--- config.mk ---
export PLATFORM = sky130hd
export DESIGN_NAME = cpuController
export DESIGN_NICKNAME = d
export VERILOG_FILES = /design/src/logic/isaPkg.sv /design/src/logic/ctrlPkg.sv /design/src/logic/fetchSequencer.sv /design/src/logic/instDecoder.sv /design/src/logic/flagUnit.sv /design/src/logic/cpuController.sv
export SDC_FILE = /design/constraint.sdc
export NUM_CORES = 1
export LEC_CHECK = 0
export BUFFER_PORTS_ARGS = -buffer_cell sky130_fd_sc_hd__buf_4
export CAP_MARGIN = 0
export CORE_MARGIN = 4
export CORE_UTILIZATION = 52
export DETAILED_ROUTE_END_ITERATION = 10
export HOLD_SLACK_MARGIN = 0.02
export PLACE_DENSITY_LB_ADDON = 0.2
export REMOVE_ABC_BUFFERS = 1
export SLEW_MARGIN = 20
export SYNTH_ARGS = -nofsm -noshare
export SYNTH_HDL_FRONTEND = slang
export SYNTH_SLANG_ARGS = --single-unit
--- constraint.sdc ---
create_clock -name clk -period 3.15 [get_ports clk]
set_input_delay 0.315 -clock clk [delete_from_list [all_inputs] [get_ports clk]]
set_output_delay 0.315 -clock clk [all_outputs]
set_load 0.05 [all_outputs]
--- src/logic/isaPkg.sv ---
package isaPkg;

	////////////////////////////////////////////////////////////////////////////
	// Instruction field widths
	////////////////////////////////////////////////////////////////////////////

	localparam int dataWidth = 16;	// Instruction word
	localparam int opWidth = 4;		// Opcode, bits 15:12
	localparam int opExWidth = 4;	// Extended opcode, bits 7:4
	localparam int regWidth = 4;
	localparam int immWidth = 8;
	localparam int psrWidth = 5;

	typedef logic [dataWidth-1:0] instWord;
	typedef logic [opWidth-1:0] opCode;
	typedef logic [opExWidth-1:0] extCode;
	typedef logic [regWidth-1:0] regAddr;
	typedef logic [immWidth-1:0] immVal;
	typedef logic [psrWidth-1:0] psrWord;
	typedef logic [3:0] condCode;

	localparam regAddr linkReg = 4'd15;	// JAL return address register

	////////////////////////////////////////////////////////////////////////////
	// Opcodes
	////////////////////////////////////////////////////////////////////////////

	localparam opCode opRtype = 4'b0000;	// Register ALU group, ext selects op
	localparam opCode opAndi = 4'b0001;
	localparam opCode opOri = 4'b0010;
	localparam opCode opXori = 4'b0011;
	localparam opCode opOtype = 4'b0100;	// Memory, jump and scond group
	localparam opCode opAddi = 4'b0101;
	localparam opCode opAddui = 4'b0110;
	localparam opCode opSubi = 4'b1001;
	localparam opCode opCmpi = 4'b1011;
	localparam opCode opBcond = 4'b1100;
	localparam opCode opMovi = 4'b1101;
	localparam opCode opLui = 4'b1111;

	// Register group extensions
	localparam extCode extAnd = 4'b0001;
	localparam extCode extOr = 4'b0010;
	localparam extCode extXor = 4'b0011;
	localparam extCode extAdd = 4'b0101;
	localparam extCode extAddu = 4'b0110;
	localparam extCode extSub = 4'b1001;
	localparam extCode extCmp = 4'b1011;
	localparam extCode extMov = 4'b1101;

	// Other group extensions
	localparam extCode extLoad = 4'b0000;
	localparam extCode extStor = 4'b0100;
	localparam extCode extJal = 4'b1000;
	localparam extCode extJcond = 4'b1100;
	localparam extCode extScond = 4'b1101;

	////////////////////////////////////////////////////////////////////////////
	// Condition codes and status bits
	////////////////////////////////////////////////////////////////////////////

	localparam condCode EQ = 4'b0000;
	localparam condCode NE = 4'b0001;
	localparam condCode CS = 4'b0010;
	localparam condCode CC = 4'b0011;
	localparam condCode HI = 4'b0100;
	localparam condCode LS = 4'b0101;
	localparam condCode GT = 4'b0110;
	localparam condCode LE = 4'b0111;
	localparam condCode FS = 4'b1000;
	localparam condCode FC = 4'b1001;
	localparam condCode LO = 4'b1010;
	localparam condCode HS = 4'b1011;
	localparam condCode LT = 4'b1100;
	localparam condCode GE = 4'b1101;
	localparam condCode UC = 4'b1110;	// 4'b1111 is unused

	localparam int psrZ = 0;	// Zero
	localparam int psrC = 1;	// Carry
	localparam int psrL = 2;	// Unsigned lower
	localparam int psrN = 3;	// Signed negative
	localparam int psrF = 4;	// Overflow

endpackage

--- src/logic/ctrlPkg.sv ---
package ctrlPkg;

	// ALU operation select
	typedef enum logic [3:0]
	{
		aluAdd = 4'd0,
		aluAddu = 4'd1,
		aluSub = 4'd2,	// Also used for compares
		aluAnd = 4'd3,
		aluOr = 4'd4,
		aluXor = 4'd5,
		aluMov = 4'd6,
		aluLui = 4'd7
	} aluOpT;

	// Register file writeback source
	typedef enum logic [1:0]
	{
		linkPc = 2'b00,		// JAL return address
		condResult = 2'b01,	// SCOND flag result
		aluResult = 2'b10,
		memData = 2'b11		// SRAM read data
	} wbSelT;

	// Two-state fetch/decode sequence
	typedef enum logic
	{
		fetch = 1'b0,
		decode = 1'b1
	} seqStateT;

endpackage

--- src/logic/fetchSequencer.sv ---
module fetchSequencer
#(
	parameter int acntWidth = 3,
	parameter int videoSlots = 2
)
(
	input logic clk,
	input logic rst,
	input isaPkg::instWord instruction,
	input logic [acntWidth-1:0] acnt,
	output ctrlPkg::seqStateT state,
	output isaPkg::instWord inst
);

	import isaPkg::*;
	import ctrlPkg::*;

	logic cpuSlot;

	// Slots below videoSlots belong to the video fetch
	assign cpuSlot = (acnt >= videoSlots);

	////////////////////////////////////////////////////////////////////////////
	// Fetch/decode state
	////////////////////////////////////////////////////////////////////////////

	always_ff @(posedge clk or negedge rst)
	begin
		if (!rst)
			state <= fetch;
		else if (cpuSlot)
		begin
			// Every instruction finishes in one decode cycle
			if (state == fetch)
				state <= decode;
			else
				state <= fetch;
		end
	end

	////////////////////////////////////////////////////////////////////////////
	// Instruction latch
	////////////////////////////////////////////////////////////////////////////

	// Keeps sampling through a video hold, ROM data stays valid
	always_ff @(posedge clk or negedge rst)
	begin
		if (!rst)
			inst <= '0;
		else if (state == fetch)
			inst <= instruction;
	end

endmodule

--- src/logic/instDecoder.sv ---
module instDecoder
(
	input ctrlPkg::seqStateT state,
	input isaPkg::instWord inst,
	input logic condTrue,			// Selected condition holds
	output logic branch,
	output logic jump,
	output logic memAddrSel,		// Memory address from rSrc
	output logic immSel,			// ALU B operand from immOut
	output logic pcEn,
	output logic writeEn,
	output logic sramCe,			// Active low strobes
	output logic sramOe,
	output logic sramWe,
	output logic romCe,
	output logic romOe,
	output logic condResult,
	output ctrlPkg::wbSelT wbSel,
	output isaPkg::regAddr rDst,
	output isaPkg::regAddr rSrc,
	output isaPkg::immVal immOut,
	output ctrlPkg::aluOpT aluOp,
	output logic psrEn,
	output isaPkg::condCode condSel
);

	import isaPkg::*;
	import ctrlPkg::*;

	opCode opcode;
	extCode ext;
	regAddr dstField;
	regAddr srcField;
	immVal immField;
	logic isJcond;

	// Immediate form to ALU operation
	function automatic aluOpT immAluOp(input opCode op);
		case (op)
			opAddui: return aluAddu;
			opSubi, opCmpi: return aluSub;
			opAndi: return aluAnd;
			opOri: return aluOr;
			opXori: return aluXor;
			opMovi: return aluMov;
			opLui: return aluLui;
			default: return aluAdd;
		endcase
	endfunction

	// Register form extension to ALU operation
	function automatic aluOpT regAluOp(input extCode code);
		case (code)
			extAddu: return aluAddu;
			extSub, extCmp: return aluSub;
			extAnd: return aluAnd;
			extOr: return aluOr;
			extXor: return aluXor;
			extMov: return aluMov;
			default: return aluAdd;
		endcase
	endfunction

	assign opcode = inst[dataWidth-1 -: opWidth];
	assign dstField = inst[dataWidth-opWidth-1 -: regWidth];
	assign ext = inst[dataWidth-opWidth-regWidth-1 -: opExWidth];
	assign srcField = inst[regWidth-1:0];
	assign immField = inst[immWidth-1:0];

	// JCOND carries its condition in the destination field
	assign isJcond = (opcode == opOtype) && (ext == extJcond);
	assign condSel = isJcond ? dstField : srcField;

	always_comb
	begin
		branch = 1'b0;
		jump = 1'b0;
		memAddrSel = 1'b0;
		immSel = 1'b0;
		pcEn = 1'b0;
		writeEn = 1'b0;
		sramCe = 1'b1;
		sramOe = 1'b1;
		sramWe = 1'b1;
		romCe = 1'b1;
		romOe = 1'b1;
		condResult = 1'b0;
		wbSel = aluResult;
		rDst = '0;
		rSrc = '0;
		immOut = '0;
		aluOp = aluAdd;
		psrEn = 1'b0;

		if (state == fetch)
		begin
			romCe = 1'b0;	// Read next instruction
			romOe = 1'b0;
		end
		else
		begin
			case (opcode)
				opAddi, opAddui, opSubi, opCmpi, opAndi, opOri, opXori, opMovi, opLui:
				begin
					rDst = dstField;
					immOut = immField;
					immSel = 1'b1;
					aluOp = immAluOp(opcode);
					writeEn = (opcode != opCmpi);	// Compare only sets flags
					psrEn = 1'b1;
					pcEn = 1'b1;
				end
				opRtype:
				begin
					case (ext)
						extAdd, extAddu, extSub, extCmp, extAnd, extOr, extXor, extMov:
						begin
							rDst = dstField;
							rSrc = srcField;
							aluOp = regAluOp(ext);
							writeEn = (ext != extCmp);
							psrEn = 1'b1;
							pcEn = 1'b1;
						end
						default: ;
					endcase
				end
				opOtype:
				begin
					case (ext)
						extLoad:
						begin
							rDst = dstField;
							rSrc = srcField;	// Address register
							memAddrSel = 1'b1;
							writeEn = 1'b1;
							wbSel = memData;
							sramCe = 1'b0;
							sramOe = 1'b0;
							pcEn = 1'b1;
						end
						extStor:
						begin
							rDst = dstField;	// Data register
							rSrc = srcField;
							memAddrSel = 1'b1;
							sramCe = 1'b0;
							sramOe = 1'b0;
							sramWe = 1'b0;
							pcEn = 1'b1;
						end
						extScond:
						begin
							rDst = dstField;
							writeEn = 1'b1;
							wbSel = ctrlPkg::condResult;
							condResult = condTrue && (condSel != UC);
							pcEn = 1'b1;
						end
						extJcond:
						begin
							rSrc = srcField;	// Target address
							jump = condTrue;
							pcEn = 1'b1;
						end
						extJal:
						begin
							rDst = linkReg;
							rSrc = srcField;
							jump = 1'b1;
							writeEn = 1'b1;
							wbSel = linkPc;
							pcEn = 1'b1;
						end
						default: ;
					endcase
				end
				opBcond:
				begin
					immOut = immField;	// Signed displacement
					immSel = 1'b1;
					branch = condTrue && (condSel != UC);
					pcEn = 1'b1;
				end
				default: ;
			endcase
		end
	end

endmodule

--- src/logic/flagUnit.sv ---
module flagUnit
(
	input logic clk,
	input logic rst,
	input isaPkg::psrWord psrIn,
	input logic psrEn,			// Only raised in decode
	input isaPkg::condCode condSel,
	output logic condTrue
);

	import isaPkg::*;

	psrWord psr;

	////////////////////////////////////////////////////////////////////////////
	// Processor status latch
	////////////////////////////////////////////////////////////////////////////

	always_ff @(posedge clk or negedge rst)
	begin
		if (!rst)
			psr <= '0;
		else if (psrEn)
			psr <= psrIn;
	end

	////////////////////////////////////////////////////////////////////////////
	// Condition evaluation
	////////////////////////////////////////////////////////////////////////////

	always_comb
	begin
		case (condSel)
			EQ: condTrue = psr[psrZ];
			CS: condTrue = psr[psrC];
			HI: condTrue = psr[psrL];
			GT: condTrue = psr[psrN];
			FS: condTrue = psr[psrF];
			NE: condTrue = !psr[psrZ];
			CC: condTrue = !psr[psrC];
			LS: condTrue = !psr[psrL];
			LE: condTrue = !psr[psrN];
			FC: condTrue = !psr[psrF];
			HS: condTrue = psr[psrZ] || psr[psrL];
			GE: condTrue = psr[psrZ] || psr[psrN];
			LO: condTrue = !psr[psrZ] && !psr[psrL];	// Strictly lower
			LT: condTrue = !psr[psrZ] && !psr[psrN];
			UC: condTrue = 1'b1;
			default: condTrue = 1'b0;	// Unused encoding never holds
		endcase
	end

endmodule

--- src/logic/cpuController.sv ---
module cpuController
#(
	parameter int acntWidth = 3,	// Arbiter slot counter width
	parameter int videoSlots = 2	// Leading slots owned by video
)
(
	input logic clk,
	input logic rst,
	input isaPkg::instWord instruction,	// From ROM
	input isaPkg::psrWord psrIn,		// From ALU
	input logic [acntWidth-1:0] acnt,
	output logic branch,
	output logic jump,
	output logic memAddrSel,
	output logic immSel,
	output logic pcEn,
	output logic writeEn,
	output logic sramCe,
	output logic sramOe,
	output logic sramWe,
	output logic romCe,
	output logic romOe,
	output logic condResult,
	output ctrlPkg::wbSelT wbSel,
	output isaPkg::regAddr rDst,
	output isaPkg::regAddr rSrc,
	output isaPkg::immVal immOut,
	output ctrlPkg::aluOpT aluOp
);

	import isaPkg::*;
	import ctrlPkg::*;

	seqStateT state;
	instWord inst;		// Latched instruction
	logic psrEn;
	condCode condSel;
	logic condTrue;

	fetchSequencer #(
		.acntWidth(acntWidth),
		.videoSlots(videoSlots)
	) u_seq (
		.clk(clk),
		.rst(rst),
		.instruction(instruction),
		.acnt(acnt),
		.state(state),
		.inst(inst)
	);

	instDecoder u_dec (
		.state(state),
		.inst(inst),
		.condTrue(condTrue),
		.branch(branch),
		.jump(jump),
		.memAddrSel(memAddrSel),
		.immSel(immSel),
		.pcEn(pcEn),
		.writeEn(writeEn),
		.sramCe(sramCe),
		.sramOe(sramOe),
		.sramWe(sramWe),
		.romCe(romCe),
		.romOe(romOe),
		.condResult(condResult),
		.wbSel(wbSel),
		.rDst(rDst),
		.rSrc(rSrc),
		.immOut(immOut),
		.aluOp(aluOp),
		.psrEn(psrEn),
		.condSel(condSel)
	);

	flagUnit u_flag (
		.clk(clk),
		.rst(rst),
		.psrIn(psrIn),
		.psrEn(psrEn),
		.condSel(condSel),
		.condTrue(condTrue)
	);

endmodule

==> flow_summary.ini, run 1 <==
[die]
start_util = 0.5563
floorplan.die.width_um = 68.91
area_enclosed_by_the_die_boundary_sq_um = 4749
design.core.area_sq_um = 3468
rows = 21
io_pins = 60
vertical_extent_of_the_die_um = 68.91

[logic_synthesis]
synth_compound_gate_area_share = 0.1582
yosys_top_cell_area_share = 0.2853
synthesis.yosys.warnings = 0
synthesis.area_per_instance_sq_um = 8.499
ys_async_sr_fraction = 1.000
synth_top_family_by_area = simple AND/OR/NAND/NOR gates
synth_fa_ha_area_frac = 0.005188
post_synth_instance_area_sq_um = 1929
ys_seq_area_frac = 0.2853
synthFlopType = sky130_fd_sc_hd__dfrtp_1
netlist-cell-type-count = 56
synth_edf_count = 0
synth_mux_area_frac = 0.1634
netlist_instances = 227
yosys.area_share.simple = 0.3029
yosys_register_bits = 22
post_synth_main_area_contributors = sky130_fd_sc_hd__dfrtp_1, sky130_fd_sc_hd__mux2_2, sky130_fd_sc_hd__and2_1, sky130_fd_sc_hd__nor2_1, sky130_fd_sc_hd__clkbuf_1
library_cell_occupying_the_most_area_in_the_post_synthesis_netlist = sky130_fd_sc_hd__dfrtp_1
synthesized_area_fraction_occupied_by_xor_and_xnor_cells = 0.01362

[global_routing]
vias_in_the_first_global_route = 1686
global_route_wire_length_before_repair_um = 7886
gr-total-overflow = 0
groute.usage.overall = 0.2180
largest_net_degree_at_the_start_of_global_routing = 23
antenna_found_initial = 0

[detailed_routing]
viasPerCell = 5.801
dr_total_vias = 1862
detailedRoute.firstPassIterationCount = 4
post_route_drc = 0
drt_first_iter_violations = 128
ant_nets = 0
finalWirelength_um = 4874
detail_route.wl_per_cell_um = 15.18

[hold_path]
hold_path_end = u_flag.psr[3]
min_delay_path_depth = 2
min_path_type = in2reg
min_from = psrIn[3]

[clock_tree]
tritoncts_clock_tree = built
h-tree-depth = 1
ctsLongestPathBuffers = 2
clkTransAtPathRegs_ns = 0.07
clk_latency_ns = 0.26
clockRootBuffer = sky130_fd_sc_hd__clkbuf_8
cts_made_buffers = 3
cts_sinks = 22

[sta]
highest_clock_rate_ghz = 0.3220
finalHoldViolations = 0
final_period_minus_worst_setup_slack_ns = 3.106
report.final.setup_viol = 0
finalHoldWorstSlack_ns = 0.2849
slew_headroom = 0.6256
layout_worst_path_cycle_share = 0.9859
skew_ns = 0.002141
worst-slew-pin-transition_ns = 0.5592
slew_violations = 0
rsz0062_at_grt = yes

[final_layout]
mostFrequentLayoutCell = sky130_fd_sc_hd__buf_4
drive_gt1_frac = 0.3891
diodes = 0
fin_area_sq_um = 2470
areaGrowthSynthToFinish_pct = 28.02
nNetsFinal = 303
final_cell_mix = sky130_fd_sc_hd__buf_4, sky130_fd_sc_hd__mux2_2, sky130_fd_sc_hd__dfrtp_1

[setup_path]
worst_ep_arrival_time_ns = 2.79
category_of_the_most_critical_setup_path = reg2out
crit-reg2reg-launch = u_seq.inst[5]
regToRegEndpoint = u_flag.psr[2]
rrSetupSlack_ns = 1.07
cp-start-kind = flip-flop
required_ns = 2.83
crit_path_end_kind = output port
rr_worst_depth = 6
worst-path-max-fanout = 4

[flow_run]
drv_cap = 0

[placed_design]
buffer_ports.inserted = 57
dpl_cell_area_sq_um = 2364
place.gp.congestion = 0.8341
hpwlAfterDp_um = 3569

[run_status]
outcome = finished clean
[Yosys cell counts, types with 4 or more instances]
library cell                n
sky130_fd_sc_hd__nand3_1   11
sky130_fd_sc_hd__and3_1     4
sky130_fd_sc_hd__and2_1    12
sky130_fd_sc_hd__nand2b_1   8
sky130_fd_sc_hd__buf_4      4
sky130_fd_sc_hd__dfrtp_1   22
sky130_fd_sc_hd__a21oi_1    8
sky130_fd_sc_hd__nand3b_1   4
sky130_fd_sc_hd__nand2_1   13
sky130_fd_sc_hd__nor2_1    19
sky130_fd_sc_hd__mux2_2    22
sky130_fd_sc_hd__o21ai_0   10
sky130_fd_sc_hd__a211oi_1   4
sky130_fd_sc_hd__clkbuf_1  15
sky130_fd_sc_hd__inv_1      6
sky130_fd_sc_hd__o21a_1     4
[area by class of cell]
| type | count | area (sq um) |
|---|---|---|
| Fill cell | 319 | 998.5 |
| Clock buffer | 3 | 41.29 |
| Tap cell | 46 | 57.56 |
| Multi-Input combinational cell | 176 | 1276 |
| Inverter | 6 | 22.52 |
| Sequential cell | 22 | 551.8 |
| Timing Repair Buffer | 68 | 520.5 |
[critical path, cell delays in order, from the launching register on]
cell	delay, ns
sky130_fd_sc_hd__dfrtp_1	0.38
sky130_fd_sc_hd__or4_4	0.55
sky130_fd_sc_hd__nor3_4	0.29
sky130_fd_sc_hd__mux2i_1	0.30
sky130_fd_sc_hd__mux2_4	0.34
sky130_fd_sc_hd__a221oi_4	0.38
sky130_fd_sc_hd__nor4_1	0.09
sky130_fd_sc_hd__buf_4	0.20
[worst max-delay path by stage]
stage / start / end
4_1_cts: u_seq.inst[13] / branch
6_report: u_seq.inst[5] / condResult
3_5_place_dp: u_seq.inst[13] / branch
3_3_place_gp: u_seq.inst[13] / branch
2_1_floorplan: u_seq.state / sramCe
5_1_grt: u_seq.inst[5] / branch
[registers in the layout, indices dropped and copies added, names as in the netlist]
name,cells
u_seq.inst,16
u_seq.state,1
u_flag.psr,5
[timing repair]
action | 4_1_cts | 5_1_grt
buffers inserted | 0 | 2
endpoints found under the setup margin | 1 | 3
gates resized for setup | 1 | 7
hold endpoints to repair | 22 | 0
pin swaps | 0 | 5
hold buffers | 1 | 0
[layer usage]
| metal | global-route usage | part of all wire | vias to the layer above |
|---|---|---|---|
| li1 | - | - | 916 |
| met1 | 0.2996 | 0.47 | 862 |
| met2 | 0.3452 | 0.44 | 75 |
| met3 | 0.04376 | 0.075 | 9 |
| met4 | 0.06569 | 0.012 | 0 |
| met5 | 0 | 0 | - |
[kinds of logic after synthesis]
family | after synthesis
muxes | 27
AOI/OAI and AO/OA | 44
other | 1
xor gates and xnor gates | 3
DFF | 22
and+or+nand+nor | 100
buffers and inverters | 29
adders and majority gates | 1
[metrics by stage]
step                TNS (ns)  std cells  setup slack (ns)    util
floorplan             -4.102        204           -0.9149       -
global placement           0        315            0.3324  0.6815
detailed placement         0        315            0.2768  0.6815
CTS                        0        319           0.01212  0.6966
global route         -0.1018        321          -0.03824  0.7121
finish                     0        321           0.04442  0.7121
Power of run 1 is not shown: default switching activity piles up to over one toggle a cycle in this logic, so the estimate is an artifact.
==> inputs of run 2 (changes only) <==
--- a/config.mk
+++ b/config.mk
@@ -13,7 +13,7 @@
 export HOLD_SLACK_MARGIN = 0.02
 export PLACE_DENSITY_LB_ADDON = 0.2
 export REMOVE_ABC_BUFFERS = 1
-export SLEW_MARGIN = 20
+export SLEW_MARGIN = 40
 export SYNTH_ARGS = -nofsm -noshare
 export SYNTH_HDL_FRONTEND = slang
 export SYNTH_SLANG_ARGS = --single-unit
==> constraint.sdc (replaced) <==
create_clock -name clk -period 3.51 [get_ports clk]
set_input_delay 0.351 -clock clk [delete_from_list [all_inputs] [get_ports clk]]
set_output_delay 0.351 -clock clk [all_outputs]
set_load 0.05 [all_outputs]
==> flow_summary.ini, run 2 (synthesis results as in run 1) <==
[final_layout]
final_cells = 315
fin_area_sq_um = 2407
top_regs = u_seq.inst: 16 flops, u_flag.psr: 5 flops, u_seq.state: 1 flops
areaGrowthSynthToFinish_pct = 24.77
drive_gt1_frac = 0.3606
final_core_util = 0.6941
nNetsFinal = 296
final_cell_mix = sky130_fd_sc_hd__buf_4, sky130_fd_sc_hd__mux2_2, sky130_fd_sc_hd__dfrtp_1
mostFrequentLayoutCell = sky130_fd_sc_hd__buf_4
multi_input_combinational_cell_area_sq_um = 1245
diodes = 0
largest_register_ffs = 16
fillerInstances = 306
largest_register = u_seq.inst
seq_area_sq_um = 550.5

[sta]
highest_clock_rate_ghz = 0.3000
rsz0062_at_grt = no
slew_headroom = 0.6232
skew_ns = 0.0005407
finalHoldWorstSlack_ns = 0.3163
slew_violations = 0
worst-slew-pin-transition_ns = 0.5627
finalHoldViolations = 0
final_period_minus_worst_setup_slack_ns = 3.334
layout_worst_path_cycle_share = 0.9498
report.final.setup_viol = 0

[die]
floorplan.die.width_um = 68.91
area_enclosed_by_the_die_boundary_sq_um = 4749
start_util = 0.5563
vertical_extent_of_the_die_um = 68.91
io_pins = 60
rows = 21
design.core.area_sq_um = 3468

[placed_design]
buffer_ports.inserted = 57
dp_cells = 310
hpwlAfterDp_um = 3370
place.gp.congestion = 0.8422
dpl_cell_area_sq_um = 2326

[setup_path]
required_ns = 3.16
rr_worst_depth = 5
worst-path-max-fanout = 11
regToRegEndpoint = u_flag.psr[4]
category_of_the_most_critical_setup_path = reg2out
crit_path_end_kind = output port
rrSetupSlack_ns = 1.35
worst_ep_arrival_time_ns = 2.98
crit-reg2reg-launch = u_seq.inst[6]
cp-start-kind = flip-flop

[flow_run]
drv_cap = 0

[clock_tree]
clk_latency_ns = 0.26
ctsLongestPathBuffers = 2
tritoncts_clock_tree = built
postCtsSetupBuffers = 0
clockRootBuffer = sky130_fd_sc_hd__clkbuf_8
cts_made_buffers = 3
cts_sinks = 22
clkTransAtPathRegs_ns = 0.08
h-tree-depth = 1
post_cts_resize_count = 0

[detailed_routing]
post_route_drc = 0
viasPerCell = 5.816
detail_route.wl_per_cell_um = 14.70
dr_total_vias = 1832
detailedRoute.firstPassIterationCount = 4
drt_first_iter_violations = 153
finalWirelength_um = 4630
ant_nets = 0

[hold_path]
min_from = instruction[15]
min_path_type = in2reg
hold_path_end = u_seq.inst[15]
min_delay_path_depth = 2

[global_routing]
vias_in_the_first_global_route = 1602
largest_net_degree_at_the_start_of_global_routing = 23
groute.usage.overall = 0.2100
antenna_found_initial = 0
gr-total-overflow = 0
global_route_wire_length_before_repair_um = 7659

[run_status]
outcome = finished clean
-- run 2: how the worst max path moves through the flow --
stage / startpoint / to / slack, ns / depth (start not counted)
global placement: u_seq.inst[12] / jump / 0.48 / 7
global route: u_seq.inst[12] / jump / 0.03 / 7
floorplan: u_seq.state / sramCe / -0.59 / 3
CTS: u_seq.inst[12] / jump / 0.16 / 7
detailed placement: u_seq.inst[12] / jump / 0.45 / 7
finish: u_seq.inst[12] / jump / 0.18 / 7
-- run 2: cell type report --
type / count / area share
clock buffers: 3 / 0.01715
clock inverters: 1 / 0.01247
well taps: 46 / 0.02391
inverters: 6 / 0.009356
flip-flops and latches: 22 / 0.2287
repair buffers: 61 / 0.1913
multi-input cells: 176 / 0.5171
-- run 2: per-layer routing --
layer	GRT usage	wire, um	vias to the layer above
met5	0	0	-
met3	0.04376	404	2
met2	0.3274	2071	75
met4	0.02920	15	0
met1	0.3061	2138	856
li1	-	-	899
-- run 2: stage by stage --
| stage | TNS (ns) | setup WS [ns] |
|---|---|---|
| after detailed placement | 0 | 0.4543 |
| after CTS | 0 | 0.1649 |
| after global routing | 0 | 0.02551 |
| after global placement | 0 | 0.4803 |
| after floorplan | -2.118 | -0.5909 |
| final | 0 | 0.1763 |
-- run 2: worst max-delay path, cell delays in order (launching register included) --
cell	delay [ns]
sky130_fd_sc_hd__dfrtp_1	0.50
sky130_fd_sc_hd__or4_4	0.57
sky130_fd_sc_hd__nor3_4	0.31
sky130_fd_sc_hd__mux2i_1	0.27
sky130_fd_sc_hd__mux2_4	0.32
sky130_fd_sc_hd__a221oi_2	0.40
sky130_fd_sc_hd__a211oi_1	0.13
sky130_fd_sc_hd__buf_4	0.22
-- run 2: what timing repair did --
| item | 4_1_cts | 5_1_grt |
|---|---|---|
| hold buffers | 1 | 0 |
| hold endpoints to repair | 22 | 0 |
| setup endpoints to repair | 0 | 0 |
Power of run 2 is left out for the same reason.
==> inputs of run 3 (changes only) <==
--- a/config.mk
+++ b/config.mk
@@ -7,8 +7,9 @@
 export LEC_CHECK = 0
 export BUFFER_PORTS_ARGS = -buffer_cell sky130_fd_sc_hd__buf_4
 export CAP_MARGIN = 0
+export CORE_ASPECT_RATIO = 1.5
 export CORE_MARGIN = 4
-export CORE_UTILIZATION = 52
+export CORE_UTILIZATION = 50
 export DETAILED_ROUTE_END_ITERATION = 10
 export HOLD_SLACK_MARGIN = 0.02
 export PLACE_DENSITY_LB_ADDON = 0.2
==> flow_summary.ini, run 3 (synthesis results as in run 1) <==
[global_routing]
gr-total-overflow = 0
groute.usage.overall = 0.1956
largest_net_degree_at_the_start_of_global_routing = 23
global_route_wire_length_before_repair_um = 7983
antenna_found_initial = 0
vias_in_the_first_global_route = 1701

[sta]
slew_violations = 0
post-route-worst-setup-slack_ns = 0.2287
slew_headroom = 0.6211
report.final.setup_viol = 0
worst-slew-pin-transition_ns = 0.5658
layout_worst_path_cycle_share = 0.9348
finalHoldWorstSlack_ns = 0.3214
finalHoldViolations = 0
final_period_minus_worst_setup_slack_ns = 3.281
highest_clock_rate_ghz = 0.3048
rsz0062_at_grt = no
skew_ns = 0.003969

[placed_design]
place.gp.congestion = 0.8709
post-place-ws_ns = 0.5091
buffer_ports.inserted = 57
dpl_cell_area_sq_um = 2337
hpwlAfterDp_um = 3476

[detailed_routing]
dr_total_vias = 1805
met2_wirelength_um = 2213
topRoutingLayerUsed = met4
finalWirelength_um = 4487
viasPerCell = 5.767
detail_route.wl_per_cell_um = 14.34
detailedRoute.firstPassIterationCount = 4
post_route_drc = 0
ant_nets = 0
detail_route.wirelength.met1_um = 1893
drt_first_iter_violations = 75
wl_met3_um = 356

[flow_run]
drv_cap = 0

[die]
vertical_extent_of_the_die_um = 84.08
area_enclosed_by_the_die_boundary_sq_um = 4937
io_pins = 60
floorplan.die.width_um = 58.72
rows = 27
start_util = 0.5240
design.core.area_sq_um = 3682

[clock_tree]
cts_made_buffers = 3
tritoncts_clock_tree = built
postCtsSetupBuffers = 0
clkTransAtPathRegs_ns = 0.08
cts_sinks = 22
clk_latency_ns = 0.25
clockRootBuffer = sky130_fd_sc_hd__clkbuf_8
h-tree-depth = 1
ctsLongestPathBuffers = 2

[hold_path]
min_path_type = in2reg
min_delay_path_depth = 2
hold_path_end = u_seq.inst[2]
min_from = instruction[2]

[final_layout]
top_regs = u_seq.inst: 16 flops, u_flag.psr: 5 flops, u_seq.state: 1 flops
nNetsFinal = 298
largest_register = u_seq.inst
fin_area_sq_um = 2389
areaGrowthSynthToFinish_pct = 23.80
largest_register_ffs = 16
mostFrequentLayoutCell = sky130_fd_sc_hd__buf_4
diodes = 0
final_core_util = 0.6487
drive_gt1_frac = 0.3630
final_cell_mix = sky130_fd_sc_hd__buf_4, sky130_fd_sc_hd__mux2_2, sky130_fd_sc_hd__dfrtp_1

[setup_path]
worst-path-max-fanout = 11
category_of_the_most_critical_setup_path = reg2out
required_ns = 3.16
rr_worst_depth = 6
crit-reg2reg-launch = u_seq.inst[5]
cp-start-kind = flip-flop
crit_path_end_kind = output port
worst_ep_arrival_time_ns = 2.93
regToRegEndpoint = u_flag.psr[3]
rrSetupSlack_ns = 1.46

[run_status]
outcome = finished clean
## run 3: routing by layer
| layer | GRT usage | up-vias |
|---|---|---|
| met5 | 0 | - |
| met1 | 0.2669 | 843 |
| li1 | - | 896 |
| met4 | 0.03505 | 0 |
| met2 | 0.3229 | 64 |
| met3 | 0.03096 | 2 |
## run 3: stage by stage
step,TNS (ns),std cells
5_1_grt,0,313
6_report,0,313
4_1_cts,0,313
3_3_place_gp,0,309
2_1_floorplan,-2.118,204
3_5_place_dp,0,309
## run 3: how the worst max path moves through the flow
stage / cells past startpoint / slack, ns / end / from
floorplan: 3 / -0.59 / sramCe / u_seq.state
global placement: 7 / 0.55 / jump / u_seq.inst[12]
detailed placement: 7 / 0.51 / jump / u_seq.inst[12]
CTS: 7 / 0.23 / jump / u_seq.inst[12]
global route: 7 / 0.05 / branch / u_seq.inst[12]
finish: 7 / 0.23 / jump / u_seq.inst[12]
## run 3: final cells by class
type                       count  area, sq um
timing repair buffer          63        475.5
multi-input combinational    176         1245
inverter                       6        22.52
sequential                    22        550.5
tap                           43        53.80
clock buffer                   3        41.29
fill                         333         1294
## run 3: repair_timing
item                                   4_1_cts  5_1_grt
resized for setup                            0        0
hold buffers                                 1        0
endpoints found under the hold margin       22        0
## run 3: critical path, stage by stage (launching register included)
cell and delay [ns]:
sky130_fd_sc_hd__dfrtp_1 0.49, sky130_fd_sc_hd__or4_4 0.57, sky130_fd_sc_hd__nor3_4 0.31, sky130_fd_sc_hd__mux2i_1 0.30
sky130_fd_sc_hd__mux2_4 0.33, sky130_fd_sc_hd__a221oi_2 0.36, sky130_fd_sc_hd__a211oi_1 0.12, sky130_fd_sc_hd__buf_4 0.20
Power of run 3 is left out for the same reason.
